==> src/hw/rv_pkg.sv <==
package rv_pkg;

  // data word, pc and byte address share one width
  typedef logic [31:0] word_t;

  typedef logic [31:0] insn_t;

  typedef logic [4:0] reg_idx_t;

  // major opcode, insn[6:0]
  typedef logic [6:0] opcode_t;

  // minor opcode, insn[14:12]
  typedef logic [2:0] funct3_t;

  // one enable per byte of a store
  typedef logic [3:0] byte_en_t;

  parameter int NUM_REGS = 32;

  // major opcodes used by this core
  parameter opcode_t OPC_LUI = 7'b01_101_11;

  parameter opcode_t OPC_REG_IMM = 7'b00_100_11;

  parameter opcode_t OPC_REG_REG = 7'b01_100_11;

  parameter opcode_t OPC_BRANCH = 7'b11_000_11;

  parameter opcode_t OPC_LOAD = 7'b00_000_11;

  parameter opcode_t OPC_STORE = 7'b01_000_11;

  parameter opcode_t OPC_ENVIRON = 7'b11_100_11;

  // what occupies a stage on a given cycle
  // one-hot values, so a stray code is easy to spot in a waveform
  typedef enum logic [2:0] {
    // bubble left behind by reset
    CYCLE_RESET        = 3'b001,
    // a real instruction
    CYCLE_NO_STALL     = 3'b010,
    // bubble made by a taken-branch flush
    CYCLE_TAKEN_BRANCH = 3'b100
  } cycle_status_e;

endpackage
==> src/hw/rv_result_if.sv <==
`timescale 1ns/1ps

// results of the memory and writeback stages, fed back to earlier stages
interface rv_result_if;

  // memory stage, load data already selected
  logic             m_wr;
  rv_pkg::reg_idx_t m_rd;
  rv_pkg::word_t    m_data;

  // writeback stage, also the register file write port
  logic             w_wr;
  rv_pkg::reg_idx_t w_rd;
  rv_pkg::word_t    w_data;

  modport producer (
    output m_wr, m_rd, m_data,
    output w_wr, w_rd, w_data
  );

  modport consumer (
    input m_wr, m_rd, m_data,
    input w_wr, w_rd, w_data
  );

endinterface

==> src/hw/rv_core.sv <==
`timescale 1ns/1ps

// five-stage rv32i core; memories sit outside
module rv_core #(
  parameter rv_pkg::word_t RESET_PC = 32'h0000_0000
) (
  input  logic                  clk,
  input  logic                  rst,
  output rv_pkg::word_t         pc,
  input  rv_pkg::insn_t         insn,
  output rv_pkg::word_t         dmem_addr,
  input  rv_pkg::word_t         dmem_rdata,
  output rv_pkg::word_t         dmem_wdata,
  output rv_pkg::byte_en_t      dmem_we,
  output logic                  halt,
  output rv_pkg::word_t         trace_pc,
  output rv_pkg::insn_t         trace_insn,
  output rv_pkg::cycle_status_e trace_status
);

  logic                  flush;
  rv_pkg::word_t         target;
  rv_pkg::word_t         d_pc;
  rv_pkg::insn_t         d_insn;
  rv_pkg::cycle_status_e d_status;
  rv_pkg::reg_idx_t      rs1;
  rv_pkg::reg_idx_t      rs2;
  rv_pkg::word_t         rs1_data;
  rv_pkg::word_t         rs2_data;
  rv_pkg::insn_t         x_insn;
  rv_pkg::word_t         x_pc;
  rv_pkg::cycle_status_e x_status;
  rv_pkg::word_t         x_result;
  rv_pkg::word_t         x_store_data;

  // memory and writeback results travel back on this bundle
  rv_result_if res ();

  rv_frontend #(
    .RESET_PC (RESET_PC)
  ) frontend (
    .clk      (clk),
    .rst      (rst),
    .flush    (flush),
    .target   (target),
    .pc       (pc),
    .insn     (insn),
    .d_pc     (d_pc),
    .d_insn   (d_insn),
    .d_status (d_status)
  );

  rv_regfile regfile (
    .clk      (clk),
    .rst      (rst),
    .rs1      (rs1),
    .rs2      (rs2),
    .rs1_data (rs1_data),
    .rs2_data (rs2_data),
    .res      (res)
  );

  rv_execute execute (
    .clk          (clk),
    .rst          (rst),
    .d_pc         (d_pc),
    .d_insn       (d_insn),
    .d_status     (d_status),
    .rs1          (rs1),
    .rs2          (rs2),
    .rs1_data     (rs1_data),
    .rs2_data     (rs2_data),
    .res          (res),
    .flush        (flush),
    .target       (target),
    .x_insn       (x_insn),
    .x_pc         (x_pc),
    .x_status     (x_status),
    .x_result     (x_result),
    .x_store_data (x_store_data)
  );

  rv_mem_wb mem_wb (
    .clk          (clk),
    .rst          (rst),
    .x_insn       (x_insn),
    .x_pc         (x_pc),
    .x_status     (x_status),
    .x_result     (x_result),
    .x_store_data (x_store_data),
    .dmem_addr    (dmem_addr),
    .dmem_rdata   (dmem_rdata),
    .dmem_wdata   (dmem_wdata),
    .dmem_we      (dmem_we),
    .res          (res),
    .halt         (halt),
    .trace_pc     (trace_pc),
    .trace_insn   (trace_insn),
    .trace_status (trace_status)
  );

endmodule

==> src/hw/rv_mem_wb.sv <==
`timescale 1ns/1ps

// memory and writeback stages, data port and trace
module rv_mem_wb (
  input  logic                  clk,
  input  logic                  rst,
  input  rv_pkg::insn_t         x_insn,
  input  rv_pkg::word_t         x_pc,
  input  rv_pkg::cycle_status_e x_status,
  input  rv_pkg::word_t         x_result,
  input  rv_pkg::word_t         x_store_data,
  output rv_pkg::word_t         dmem_addr,
  input  rv_pkg::word_t         dmem_rdata,
  output rv_pkg::word_t         dmem_wdata,
  output rv_pkg::byte_en_t      dmem_we,
  rv_result_if.producer         res,
  output logic                  halt,
  output rv_pkg::word_t         trace_pc,
  output rv_pkg::insn_t         trace_insn,
  output rv_pkg::cycle_status_e trace_status
);

  rv_pkg::word_t         m_pc;
  rv_pkg::insn_t         m_insn;
  rv_pkg::cycle_status_e m_status;
  rv_pkg::word_t         m_result;
  rv_pkg::word_t         m_store_data;
  rv_pkg::opcode_t       m_opcode;
  rv_pkg::funct3_t       m_funct3;
  rv_pkg::reg_idx_t      m_rs2;
  rv_pkg::word_t         m_value;
  logic                  m_wr;
  rv_pkg::word_t         w_pc;
  rv_pkg::insn_t         w_insn;
  rv_pkg::cycle_status_e w_status;
  rv_pkg::word_t         w_data;
  logic                  w_wr;

  // opcodes that leave a value in rd
  function automatic logic writes_rd(input rv_pkg::opcode_t opc,
                                     input rv_pkg::cycle_status_e st);
    return (st == rv_pkg::CYCLE_NO_STALL) &&
           (opc == rv_pkg::OPC_LUI || opc == rv_pkg::OPC_REG_IMM ||
            opc == rv_pkg::OPC_REG_REG || opc == rv_pkg::OPC_LOAD);
  endfunction

  always_ff @(posedge clk) begin
    if (rst) begin
      m_pc     <= '0;
      m_insn   <= '0;
      m_status <= rv_pkg::CYCLE_RESET;
    end else begin
      m_pc     <= x_pc;
      m_insn   <= x_insn;
      m_status <= x_status;
    end
  end

  always_ff @(posedge clk) begin
    m_result     <= x_result;
    m_store_data <= x_store_data;
  end

  assign m_opcode = m_insn[6:0];
  assign m_funct3 = m_insn[14:12];
  assign m_rs2    = m_insn[24:20];
  assign m_wr     = writes_rd(m_opcode, m_status);

  // read data is back by the falling edge of this cycle
  assign m_value = (m_opcode == rv_pkg::OPC_LOAD) ? dmem_rdata : m_result;

  assign dmem_addr = m_result;
  assign dmem_we   = (m_status == rv_pkg::CYCLE_NO_STALL && m_opcode == rv_pkg::OPC_STORE &&
                      m_funct3 == 3'b010) ? 4'b1111 : 4'b0000;
  // store source about to be written by writeback
  assign dmem_wdata = (w_wr && res.w_rd == m_rs2 && m_rs2 != 5'd0) ? w_data : m_store_data;

  always_ff @(posedge clk) begin
    if (rst) begin
      w_pc     <= '0;
      w_insn   <= '0;
      w_status <= rv_pkg::CYCLE_RESET;
    end else begin
      w_pc     <= m_pc;
      w_insn   <= m_insn;
      w_status <= m_status;
    end
  end

  always_ff @(posedge clk) begin
    w_data <= m_value;
  end

  assign w_wr = writes_rd(w_insn[6:0], w_status);

  assign res.m_wr   = m_wr;
  assign res.m_rd   = m_insn[11:7];
  assign res.m_data = m_value;
  assign res.w_wr   = w_wr;
  assign res.w_rd   = w_insn[11:7];
  assign res.w_data = w_data;

  // plain ecall only, every operand field zero
  assign halt = (w_status == rv_pkg::CYCLE_NO_STALL) &&
                (w_insn[6:0] == rv_pkg::OPC_ENVIRON) && (w_insn[31:7] == 25'd0);

  assign trace_pc     = w_pc;
  assign trace_insn   = w_insn;
  assign trace_status = w_status;

endmodule

==> src/hw/rv_execute.sv <==
`timescale 1ns/1ps

// decode/execute register, operand bypass, alu and branch unit
module rv_execute (
  input  logic                  clk,
  input  logic                  rst,
  input  rv_pkg::word_t         d_pc,
  input  rv_pkg::insn_t         d_insn,
  input  rv_pkg::cycle_status_e d_status,
  output rv_pkg::reg_idx_t      rs1,
  output rv_pkg::reg_idx_t      rs2,
  input  rv_pkg::word_t         rs1_data,
  input  rv_pkg::word_t         rs2_data,
  rv_result_if.consumer         res,
  output logic                  flush,
  output rv_pkg::word_t         target,
  output rv_pkg::insn_t         x_insn,
  output rv_pkg::word_t         x_pc,
  output rv_pkg::cycle_status_e x_status,
  output rv_pkg::word_t         x_result,
  output rv_pkg::word_t         x_store_data
);

  rv_pkg::word_t    d_op1;
  rv_pkg::word_t    d_op2;
  rv_pkg::word_t    x_op1_q;
  rv_pkg::word_t    x_op2_q;
  rv_pkg::opcode_t  x_opcode;
  rv_pkg::funct3_t  x_funct3;
  rv_pkg::reg_idx_t x_rs1;
  rv_pkg::reg_idx_t x_rs2;
  rv_pkg::word_t    imm_i;
  rv_pkg::word_t    imm_s;
  rv_pkg::word_t    imm_b;
  rv_pkg::word_t    op1;
  rv_pkg::word_t    op2;
  rv_pkg::word_t    alu_b;
  logic             is_sub;
  logic             cond;

  // pick the youngest in-flight value for a source register
  function automatic rv_pkg::word_t bypass(
    input rv_pkg::reg_idx_t src,
    input rv_pkg::word_t    fallback,
    input logic             m_wr,
    input rv_pkg::reg_idx_t m_rd,
    input rv_pkg::word_t    m_data,
    input logic             w_wr,
    input rv_pkg::reg_idx_t w_rd,
    input rv_pkg::word_t    w_data
  );
    rv_pkg::word_t val;
    val = fallback;
    if (src != 5'd0) begin
      if (m_wr && m_rd == src) begin
        val = m_data;
      end else if (w_wr && w_rd == src) begin
        val = w_data;
      end
    end
    return val;
  endfunction

  assign rs1 = d_insn[19:15];
  assign rs2 = d_insn[24:20];

  // writeback lands this edge so the register file read is stale
  assign d_op1 = (res.w_wr && res.w_rd == rs1 && rs1 != 5'd0) ? res.w_data : rs1_data;
  assign d_op2 = (res.w_wr && res.w_rd == rs2 && rs2 != 5'd0) ? res.w_data : rs2_data;

  always_ff @(posedge clk) begin
    if (rst) begin
      x_pc     <= '0;
      x_insn   <= '0;
      x_status <= rv_pkg::CYCLE_RESET;
    end else if (flush) begin
      x_pc     <= '0;
      x_insn   <= '0;
      x_status <= rv_pkg::CYCLE_TAKEN_BRANCH;
    end else begin
      x_pc     <= d_pc;
      x_insn   <= d_insn;
      x_status <= d_status;
    end
  end

  always_ff @(posedge clk) begin
    x_op1_q <= d_op1;
    x_op2_q <= d_op2;
  end

  assign x_opcode = x_insn[6:0];
  assign x_funct3 = x_insn[14:12];
  assign x_rs1    = x_insn[19:15];
  assign x_rs2    = x_insn[24:20];

  assign imm_i = {{20{x_insn[31]}}, x_insn[31:20]};
  assign imm_s = {{20{x_insn[31]}}, x_insn[31:25], x_insn[11:7]};
  assign imm_b = {{20{x_insn[31]}}, x_insn[7], x_insn[30:25], x_insn[11:8], 1'b0};

  // memory stage wins over writeback
  assign op1 = bypass(x_rs1, x_op1_q, res.m_wr, res.m_rd, res.m_data,
                      res.w_wr, res.w_rd, res.w_data);
  assign op2 = bypass(x_rs2, x_op2_q, res.m_wr, res.m_rd, res.m_data,
                      res.w_wr, res.w_rd, res.w_data);

  // register and immediate forms share the alu
  // immediate shifts take their amount from imm_i[4:0]
  assign alu_b  = (x_opcode == rv_pkg::OPC_REG_REG) ? op2 : imm_i;
  assign is_sub = (x_opcode == rv_pkg::OPC_REG_REG) && x_insn[30];

  always_comb begin
    x_result = '0;
    case (x_opcode)
      rv_pkg::OPC_LUI: x_result = {x_insn[31:12], 12'b0};
      rv_pkg::OPC_REG_IMM, rv_pkg::OPC_REG_REG: begin
        case (x_funct3)
          3'b000: x_result = is_sub ? op1 - alu_b : op1 + alu_b;
          3'b001: x_result = op1 << alu_b[4:0];
          3'b010: x_result = {31'b0, $signed(op1) < $signed(alu_b)};
          3'b011: x_result = {31'b0, op1 < alu_b};
          3'b100: x_result = op1 ^ alu_b;
          3'b101: begin
            if (x_insn[30]) begin
              x_result = $signed(op1) >>> alu_b[4:0];
            end else begin
              x_result = op1 >> alu_b[4:0];
            end
          end
          3'b110: x_result = op1 | alu_b;
          default: x_result = op1 & alu_b;
        endcase
      end
      // effective address
      rv_pkg::OPC_LOAD: x_result = op1 + imm_i;
      rv_pkg::OPC_STORE: x_result = op1 + imm_s;
      default: x_result = '0;
    endcase
  end

  always_comb begin
    case (x_funct3)
      3'b000: cond = op1 == op2;
      3'b001: cond = op1 != op2;
      3'b100: cond = $signed(op1) < $signed(op2);
      3'b101: cond = $signed(op1) >= $signed(op2);
      3'b110: cond = op1 < op2;
      3'b111: cond = op1 >= op2;
      default: cond = 1'b0;
    endcase
  end

  // a squashed branch must not redirect
  assign flush = (x_opcode == rv_pkg::OPC_BRANCH) && cond &&
                 (x_status != rv_pkg::CYCLE_TAKEN_BRANCH);
  assign target = x_pc + imm_b;

  assign x_store_data = op2;

endmodule

==> src/hw/rv_regfile.sv <==
`timescale 1ns/1ps

// 32 x 32 register file, two read ports, one write port
module rv_regfile (
  input  logic             clk,
  input  logic             rst,
  input  rv_pkg::reg_idx_t rs1,
  input  rv_pkg::reg_idx_t rs2,
  output rv_pkg::word_t    rs1_data,
  output rv_pkg::word_t    rs2_data,
  rv_result_if.consumer    res
);

  rv_pkg::word_t regs [rv_pkg::NUM_REGS];

  // x0 is cleared by reset and never written
  assign rs1_data = regs[rs1];
  assign rs2_data = regs[rs2];

  always_ff @(posedge clk) begin
    if (rst) begin
      for (int i = 0; i < rv_pkg::NUM_REGS; i++) begin
        regs[i] <= '0;
      end
    end else if (res.w_wr && res.w_rd != 5'd0) begin
      regs[res.w_rd] <= res.w_data;
    end
  end

endmodule

==> src/hw/rv_frontend.sv <==
`timescale 1ns/1ps

// fetch stage and the fetch/decode register
module rv_frontend #(
  parameter rv_pkg::word_t RESET_PC = 32'h0000_0000
) (
  input  logic                  clk,
  input  logic                  rst,
  input  logic                  flush,
  input  rv_pkg::word_t         target,
  output rv_pkg::word_t         pc,
  input  rv_pkg::insn_t         insn,
  output rv_pkg::word_t         d_pc,
  output rv_pkg::insn_t         d_insn,
  output rv_pkg::cycle_status_e d_status
);

  rv_pkg::word_t pc_next;

  // no prediction, straight-line fetch unless execute redirects
  assign pc_next = flush ? target : pc + 32'd4;

  always_ff @(posedge clk) begin
    if (rst) begin
      pc <= RESET_PC;
    end else begin
      pc <= pc_next;
    end
  end

  // insn arrived by the falling edge, latch it for decode
  always_ff @(posedge clk) begin
    if (rst) begin
      d_pc     <= '0;
      d_insn   <= '0;
      d_status <= rv_pkg::CYCLE_RESET;
    end else if (flush) begin
      // squash the wrong-path fetch
      d_pc     <= '0;
      d_insn   <= '0;
      d_status <= rv_pkg::CYCLE_TAKEN_BRANCH;
    end else begin
      d_pc     <= pc;
      d_insn   <= insn;
      d_status <= rv_pkg::CYCLE_NO_STALL;
    end
  end

endmodule

==> config.mk <==
export PLATFORM = sky130hd
export DESIGN_NAME = rv_core
export DESIGN_NICKNAME = d
export VERILOG_FILES = /design/src/hw/rv_pkg.sv /design/src/hw/rv_result_if.sv /design/src/hw/rv_core.sv /design/src/hw/rv_mem_wb.sv /design/src/hw/rv_execute.sv /design/src/hw/rv_regfile.sv /design/src/hw/rv_frontend.sv
export SDC_FILE = /design/constraint.sdc
export NUM_CORES = 2
export LEC_CHECK = 0
export BUFFER_PORTS_ARGS = -buffer_cell sky130_fd_sc_hd__buf_2
export CAP_MARGIN = 20
export CORE_MARGIN = 1
export CORE_UTILIZATION = 50
export CTS_CLUSTER_DIAMETER = 40
export DETAILED_ROUTE_END_ITERATION = 6
export PLACE_DENSITY = 0.67
export SYNTH_ARGS = -nofsm -noshare
export SYNTH_HDL_FRONTEND = slang
export SYNTH_HIERARCHICAL = 1
export SYNTH_SLANG_ARGS = --single-unit
==> constraint.sdc <==
create_clock -name clk -period 7.9 [get_ports clk]
set_clock_uncertainty 0.1 [all_clocks]
set_input_delay 0.79 -clock clk [delete_from_list [all_inputs] [get_ports clk]]
set_output_delay 0.79 -clock clk [all_outputs]
set_load 0.01 [all_outputs]
After elaboration in Yosys (flattened, before gate mapping) --
Memories as Yosys holds them, arrays and structs flattened. A register that Yosys moved wholly into a read port is not among the register bits. Cells that the tools add are included.
Storage, ports and cells: flip-flop bits (word level) 460, latch bits 0, RAM bits 1024, bits in read-only memories 0, input port bits 66, output and inout port bits 168, word-level logic and storage cells 141, memories 1
Memory list:
- regfile.regs | words 32, width 32, rd ports 2, clocked after Yosys merged registers in 2, wr ports 32, line rv_regfile.sv:14 | rv_pkg::word_t regs [rv_pkg::NUM_REGS];
Operators by class: $add $sub $neg 6, multipliers 0, divide/modulo/power cells 0, order comparisons 6, equality and inequality tests 36, shift operators 3, multiplexer cells 30, bitwise logic cells 3, reductions and logical operators 37
Operators by type and width (number):
- 32-bit two-way mux | 15
- 32-bit case mux with 7 select lines | 1
- 32-bit adder | 4
- 32-bit less-than comparator | 4
- 32-bit case mux with 4 select lines | 1
- 32-bit greater-or-equal comparator | 2
- 7-bit by 6-bit equality test with 1-bit output, second input constant | 8
- 5-bit equality test | 7
- 32-bit by 3-bit adder with 32-bit output, second input constant | 1
- 32-bit AND | 1
- 32-bit equality test | 1
- 32-bit != test | 1
- 32-bit bitwise OR | 1
- 32-bit OR reduction | 1
- 32-bit by 5-bit << shifter with 32-bit output | 1
- 32-bit by 5-bit right shift with 32-bit output | 1
- 32-bit by 5-bit >>> shifter with 32-bit output | 1
- 32-bit subtractor | 1
- 32-bit XOR | 1
- 5-bit nonzero test | 6
- 25-bit logical NOT | 1
- 7-bit by 2-bit equality test with 1-bit output, second input constant | 3
- 7-bit by 5-bit equality test with 1-bit output, second input constant | 3
- 1-bit logical AND | 20
- other kinds (13) | 35

Longest topological paths before layout --
depth after elaboration 15, depth in mapped cells 32, gate-level depth less buffers 27

Hierarchy --
Netlist, hierarchy kept.
Modules (own cells, without submodules):
- rv_regfile | instances 1, cells each 4605, area an instance 55888.6 um2, seq. area each 30749.5 um2
- rv_execute | instances 1, cells each 2521, area an instance 18828.1 um2, seq. area each 2622.5 um2
- rv_mem_wb | instances 1, cells each 496, area an instance 6747.7 um2, seq. area each 4604.4 um2
- rv_frontend | instances 1, cells each 358, area an instance 3537.1 um2, seq. area each 1981.9 um2

Worst setup path after synthesis --
Ideal clock, no wire load.
path type reg2reg, start register mem_wb.w_insn[2], in the netlist mem_wb/trace_insn[2], end register frontend.pc[19], library setup time 120 ps, arrival 6045 ps, required time 7680 ps, setup slack 1636 ps, cell stages (with the launch flop) 24, path buffers 4, clock period less this slack 6264 ps, cells stage by stage dfxtp_1 -> or2_4 -> a2111oi_4 -> and2_1 -> o211ai_1 -> clkbuf_1 -> buf_1 -> o22a_1 -> o22ai_1 -> inv_1 -> ha_1 -> nand3_1 -> or4_4 -> o31a_1 -> o31a_1 -> a311oi_2 -> nand3_1 -> inv_1 -> or2_2 -> clkbuf_1 -> inv_1 -> clkbuf_1 -> a32o_1 -> a211o_1
Between the ends: cells in the longest elaborated chain, start to end 14, elaborated cells on any way between the ends 26, classes of those cells 4 x order compare; 6 x eq/ne; 8 x mux; 8 x reduce/logical
RTL lines:
- start, declared | line rv_mem_wb.sv:34 | rv_pkg::insn_t w_insn;
- start signal, assigned | line rv_mem_wb.sv:85 | w_insn <= m_insn;
- 7-bit by 6-bit equality test with 1-bit output or 7-bit by 5-bit equality test with 1-bit output (tied branches) | line rv_mem_wb.sv:43 | (opc == rv_pkg::OPC_LUI || opc == rv_pkg::OPC_REG_IMM ||
- 1-bit logical OR (2 in a row) | line rv_mem_wb.sv:43
- 1-bit logical OR * | line rv_mem_wb.sv:44 | opc == rv_pkg::OPC_REG_REG || opc == rv_pkg::OPC_LOAD);
- 1-bit logical AND * | line rv_mem_wb.sv:42 | return (st == rv_pkg::CYCLE_NO_STALL) &&
- net res.w_wr | line rv_result_if.sv:12 | logic w_wr;
- 1-bit logical AND | line rv_execute.sv:57 | end else if (w_wr && w_rd == src) begin
- 32-bit two-way mux | line rv_execute.sv:57
- 32-bit two-way mux | line rv_execute.sv:55 | if (m_wr && m_rd == src) begin
- 32-bit two-way mux | line rv_execute.sv:54 | if (src != 5'd0) begin
- 32-bit greater-or-equal comparator (tied with other cells) | line rv_execute.sv:148 | 3'b111: cond = op1 >= op2;
- 1-bit case mux with 6 select lines * | line rv_execute.sv:142 | case (x_funct3)
- 1-bit logical AND * (2 in a row) | line rv_execute.sv:154 | assign flush = (x_opcode == rv_pkg::OPC_BRANCH) && cond &&
- net flush | line rv_core.sv:21 | logic flush;
- 32-bit two-way mux * | line rv_frontend.sv:21 | assign pc_next = flush ? target : pc + 32'd4;
- end signal, assigned | line rv_frontend.sv:27 | pc <= pc_next;
- end, declared | line rv_frontend.sv:11 | output rv_pkg::word_t pc,
Mark *: on every way through the listed nets, which the timed path passes. The rest lies on a longest branch. A chain may end at the register's enable or synchronous reset.

Final worst setup path --
start register execute.x_insn[23], end register mem_wb.m_result[23], in the netlist mem_wb/dmem_addr[23]
Between the ends: cells in the longest elaborated chain, start to end 10, elaborated cells on any way between the ends 22, classes of those cells 3 x add/sub; 2 x eq/ne; 3 x shift; 8 x mux; 3 x bitwise; 3 x reduce/logical
RTL lines:
- start, declared | line rv_execute.sv:17 | output rv_pkg::insn_t x_insn,
- start signal, assigned | line rv_execute.sv:82 | x_insn <= d_insn;
- 5-bit equality test | line rv_execute.sv:57
- 1-bit logical AND | line rv_execute.sv:57
- 32-bit two-way mux | line rv_execute.sv:57
- 32-bit two-way mux | line rv_execute.sv:55
- 32-bit two-way mux | line rv_execute.sv:54
- 32-bit two-way mux | line rv_execute.sv:109 | assign alu_b = (x_opcode == rv_pkg::OPC_REG_REG) ? op2 : imm_i;
- 32-bit adder (tied with other cells) | line rv_execute.sv:118 | 3'b000: x_result = is_sub ? op1 - alu_b : op1 + alu_b;
- 32-bit two-way mux, on equally long branches | line rv_execute.sv:118, rv_execute.sv:124
- 32-bit case mux with 7 select lines | line rv_execute.sv:117 | case (x_funct3)
- 32-bit case mux with 4 select lines * | line rv_execute.sv:114 | case (x_opcode)
- net x_result[23] | line rv_core.sv:33 | rv_pkg::word_t x_result;
- end signal, assigned | line rv_mem_wb.sv:60 | m_result <= x_result;
- end, declared | line rv_mem_wb.sv:26 | rv_pkg::word_t m_result;
Marked as above.

==> impl_metrics.csv <==
group,metric,value,unit
hold_path,hold_path_depth,2,
power_and_ir_drop,leakage,38.0,nW
power_and_ir_drop,p_sw,6.59,mW
clock_network,worstSkewPairLatency,0.88,ns
yosys,ys_top_cells_by_area,"edfxtp_1, mux2i_1, dfxtp_1, and2_1, ha_1",
layout,multi_input_area,41400,sq um
worst_setup_path,reg2reg_slack,0.43,ns
floorplanning,rows,150,
power_and_ir_drop,seqPwrFrac,38.8,%
run,cap_viol_max_count,0,
global_route,gr-total-overflow,0,
clock_network,cts_resized,0,
worst_setup_path,worstPathRequired,8.57,ns
floorplanning,die_x,414,microns
clock_network,clock_sinks,1484,
power_and_ir_drop,p_comb_share,14.8,%
power_and_ir_drop,ir_drop,253,uV
drt,vias,68184,
worst_setup_path,reg2reg_to,"mem_wb/dmem_addr[23]$_DFF_P_",
worst_setup_path,startpoint_type,"flop",
clock_network,cts-buffers-inserted,227,
yosys,ys_types,112,
drt,remaining_drc_errors,0,
clock_network,clk_pin_slew,0.06,ns
layout,nets,8330,
layout,fillCellCount,14128,
power_and_ir_drop,power.share.switching,28.9,%
worst_setup_path,worstPathArrival,8.15,ns
timing,fin_crit_sh,94.6,%
timing,hold_viol,0,
power_and_ir_drop,p_int,16.2,mW
timing,grt_setup_unrepaired,"false",
global_route,grt_pass1_wl,485000,microns
timing,drv_slew,0,
drt,viasPerCell,6.50,
yosys,syn_avg_cell_area,10.7,sq um
hold_path,hold_path.class,"in2reg",
timing,setup-tns-final,0,ns
global_route,grt_pass1_vias,65592,
power_and_ir_drop,clock_power_share,46.4,%
floorplanning,dieArea,172000,sq um
drt,drtIter0Drc,8383,
yosys,synthFlopType,"edfxtp_1",
hold_path,min_to,"frontend/d_insn[20]$_SDFF_PP0_",
drt,firstDrtPassIters,6,
floorplanning,core_region_area,168000,sq um
yosys,yosysSeqAreaShare,47.0,%
timing,min_period,7.47,ns
drt,wl,349000,microns
drt,drt-wirelength-per-cell,33.3,microns
yosys,async_flop_share,0,%
layout,seq_area,40000,sq um
yosys,synth_seq_cells,1484,
worst_setup_path,r2r_cells,19,
timing,maxSlewHeadroom,16.2,%
yosys,yosysWarnings,6,
worst_setup_path,critPathKind,"reg2reg",
placement,portBuffers,233,
placement,place_hpwl,227000,microns
clock_network,cts_max_path_buffers,3,
yosys,postSynthCellCount,7980,
layout,areaGrowthSynthToFinish,13.5,%
worst_setup_path,end_kind,"flop",
floorplanning,die_h,414,microns
worst_setup_path,critPathMaxFanout,9,
clock_network,tritoncts,"built",
floorplanning,start_util,50.6,%
hold_path,hp-start,"insn[20]",
timing,fmax,0.134,GHz
drt,antenna_left,0,
timing,setup_violations,0,
status,outcome,"finished clean",
power_and_ir_drop,finalPower,22.8,mW
global_route,grt_max_degree,114,
clock_network,htreeDepth,4,
yosys,synth_area,85000,sq um
placement,place.gp.congestion,1.05,
yosys,synth_top_area_share,36.2,%
layout,drive_gt1_share,14.6,%
floorplanning,ios,234,
worst_setup_path,r2r-start,"execute/x_insn[23]$_SDFF_PP0_",
power_and_ir_drop,p_per_area,236,nW/um^2
yosys,synth-edff-count,1024,
clock_network,cts_root_buffer,"clkbuf_16",
global_route,antenna_found_initial,28,
global_route,gr-usage-all-layers,39.2,%
yosys,post-synth-top-area-cell,"edfxtp_1",
timing,worstMarginPinSlew,1.24,ns
## cell families (layout without fill, tap and decap cells)
group                    count (synthesis)  count (layout)  share of synthesized area (%)
adder cells (fa/ha/maj)                194             194                           2.89
AO/OA/AOI/OAI                         1455            1455                           11.7
flip-flops                            1484            1484                           47.0
multiplexers                          1309            1309                           15.8
buffers and inverters                  861            1122                           4.67
XOR/XNOR                               120             120                           1.24
AND/OR/NAND/NOR                       2556            2556                           16.7
other                                    1              38                        0.00441
## cells in the mapped netlist, types with 23 or more instances
| cell | number |
|---|---|
| buf_4 | 92 |
| nor2b_1 | 155 |
| and2_1 | 1090 |
| a31oi_1 | 81 |
| nand4_1 | 32 |
| o22ai_1 | 60 |
| buf_6 | 26 |
| a22oi_1 | 218 |
| mux2i_1 | 1159 |
| nor2_1 | 256 |
| mux2_2 | 117 |
| or3_1 | 23 |
| xnor2_1 | 76 |
| xor2_1 | 44 |
| a21o_1 | 41 |
| nand3_1 | 249 |
| nor4_1 | 30 |
| a21oi_1 | 361 |
| o21ai_0 | 178 |
| dfxtp_1 | 460 |
| o211ai_1 | 32 |
| ha_1 | 190 |
| a22o_1 | 135 |
| a211oi_1 | 48 |
| edfxtp_1 | 1024 |
| buf_2 | 124 |
| nand2b_1 | 24 |
| or2_2 | 46 |
| nor3_1 | 139 |
| mux2_4 | 30 |
| and2_4 | 39 |
| buf_1 | 31 |
| nand2_1 | 385 |
| o22a_1 | 61 |
| inv_1 | 178 |
| clkbuf_1 | 392 |
## per-layer routing
layer / part of all wire, % / routed length, microns / track usage [%] / up-vias
met5: 0.044 / 152 / 0 / -
met4: 6.7 / 23500 / 23.9 / 24
met3: 11 / 39800 / 9.72 / 898
met2: 43 / 150000 / 58.6 / 4462
met1: 39 / 135000 / 51.2 / 33592
li1: - / - / - / 29208
## power by group through the flow
stage	Clock, mW	Sequential, mW	Combinational [mW]
after global routing	11.0	8.87	3.48
after floorplan	0	8.86	1.98
after CTS	10.6	8.83	3.25
after global placement	0	8.97	3.23
after detailed placement	0	8.98	3.22
final	10.6	8.85	3.37
## sequential cells by signal (all words and copies together), names as in the netlist, 32 cells and up
signal,count
execute/x_op1_q,32
execute/x_pc,32
execute/x_op2_q,32
mem_wb/m_pc,32
frontend/d_pc,32
mem_wb/trace_insn,32
frontend/pc,32
mem_wb/trace_pc,32
frontend/d_insn,32
mem_wb/res.w_data,32
execute/x_insn,32
mem_wb/dmem_addr,32
mem_wb/m_store_data,32
mem_wb/m_insn,32
regfile/regs,1024
## worst max path at each step
stage | from | to | depth (start not counted)
after CTS | execute/x_insn[23]$_SDFF_PP0_ | mem_wb/dmem_addr[23]$_DFF_P_ | 19
after floorplan | mem_wb/trace_insn[2]$_SDFF_PP0_ | frontend/pc[19]$_SDFF_PP0_ | 23
after detailed placement | execute/x_insn[23]$_SDFF_PP0_ | mem_wb/dmem_addr[29]$_DFF_P_ | 19
final | execute/x_insn[23]$_SDFF_PP0_ | mem_wb/dmem_addr[23]$_DFF_P_ | 19
after global placement | execute/x_insn[23]$_SDFF_PP0_ | mem_wb/dmem_addr[25]$_DFF_P_ | 19
after global routing | execute/x_insn[23]$_SDFF_PP0_ | mem_wb/dmem_addr[29]$_DFF_P_ | 19
## through the flow
step | instances | hold slack [ns] | instance area (sq um) | util [%] | setup WS, ns
5_1_grt | 10477 | 0.0231 | 96500 | 57.4 | 0.208
2_1_floorplan | 8011 | 0.303 | 85100 | - | 1.64
3_5_place_dp | 10016 | 0.310 | 88000 | 52.4 | 0.650
4_1_cts | 10476 | 0.00474 | 96500 | 57.4 | 0.579
6_report | 10482 | 0.0566 | 96500 | 57.4 | 0.425
3_3_place_gp | 10014 | 0.308 | 88000 | 52.4 | 0.690
## layout make-up
class,instances,area share [%]
Tap cell,2204,2.86
Sequential cell,1484,41.4
Multi-Input combinational cell,5666,42.9
Antenna cell,6,0.0156
Clock inverter,172,2.21
Inverter,180,0.700
Timing Repair Buffer,511,3.66
Clock buffer,259,6.25
## repair_timing
item / 4_1_cts / 5_1_grt
setup buffers: 0 / 0
hold buffers: 29 / 0
hold endpoints to repair: 29 / 0
## cell usage in the layout, fill, tap and decap left out, types with 61 or more instances in the layout
master     netlist  layout
and2_1        1090    1088
ha_1           190     190
nor2b_1        155     151
a22o_1         135     135
a22oi_1        218     218
dfxtp_1        460     448
o22a_1          61      61
nor2_1         256     232
inv_1          178     177
buf_2          124     232
a21oi_1        361     359
mux2i_1       1159    1159
buf_4           92     233
xnor2_1         76      76
mux2_2         117     117
nand2_1        385     384
a31oi_1         81      80
o21ai_0        178     178
clkbuf_16        0     234
edfxtp_1      1024    1024
nand3_1        249     249
nor3_1         139     137
## worst max-delay path: stages (launching register included)
cell,delay (ns)
dfxtp_1,0.43
or2_1,0.30
or4_1,0.68
and3_1,0.40
or3b_1,0.52
and2_1,0.22
o21ai_0,0.73
ha_1,0.47
o311ai_0,0.45
o211ai_1,0.26
a211oi_1,0.71
buf_4,0.24
o22a_1,0.23
a21boi_0,0.32
o31a_1,0.36
mux2i_1,0.17
xnor2_1,0.14
nand2_1,0.11
a31oi_1,0.34
a221o_1,0.16
Power figures use the tool's default switching activity.
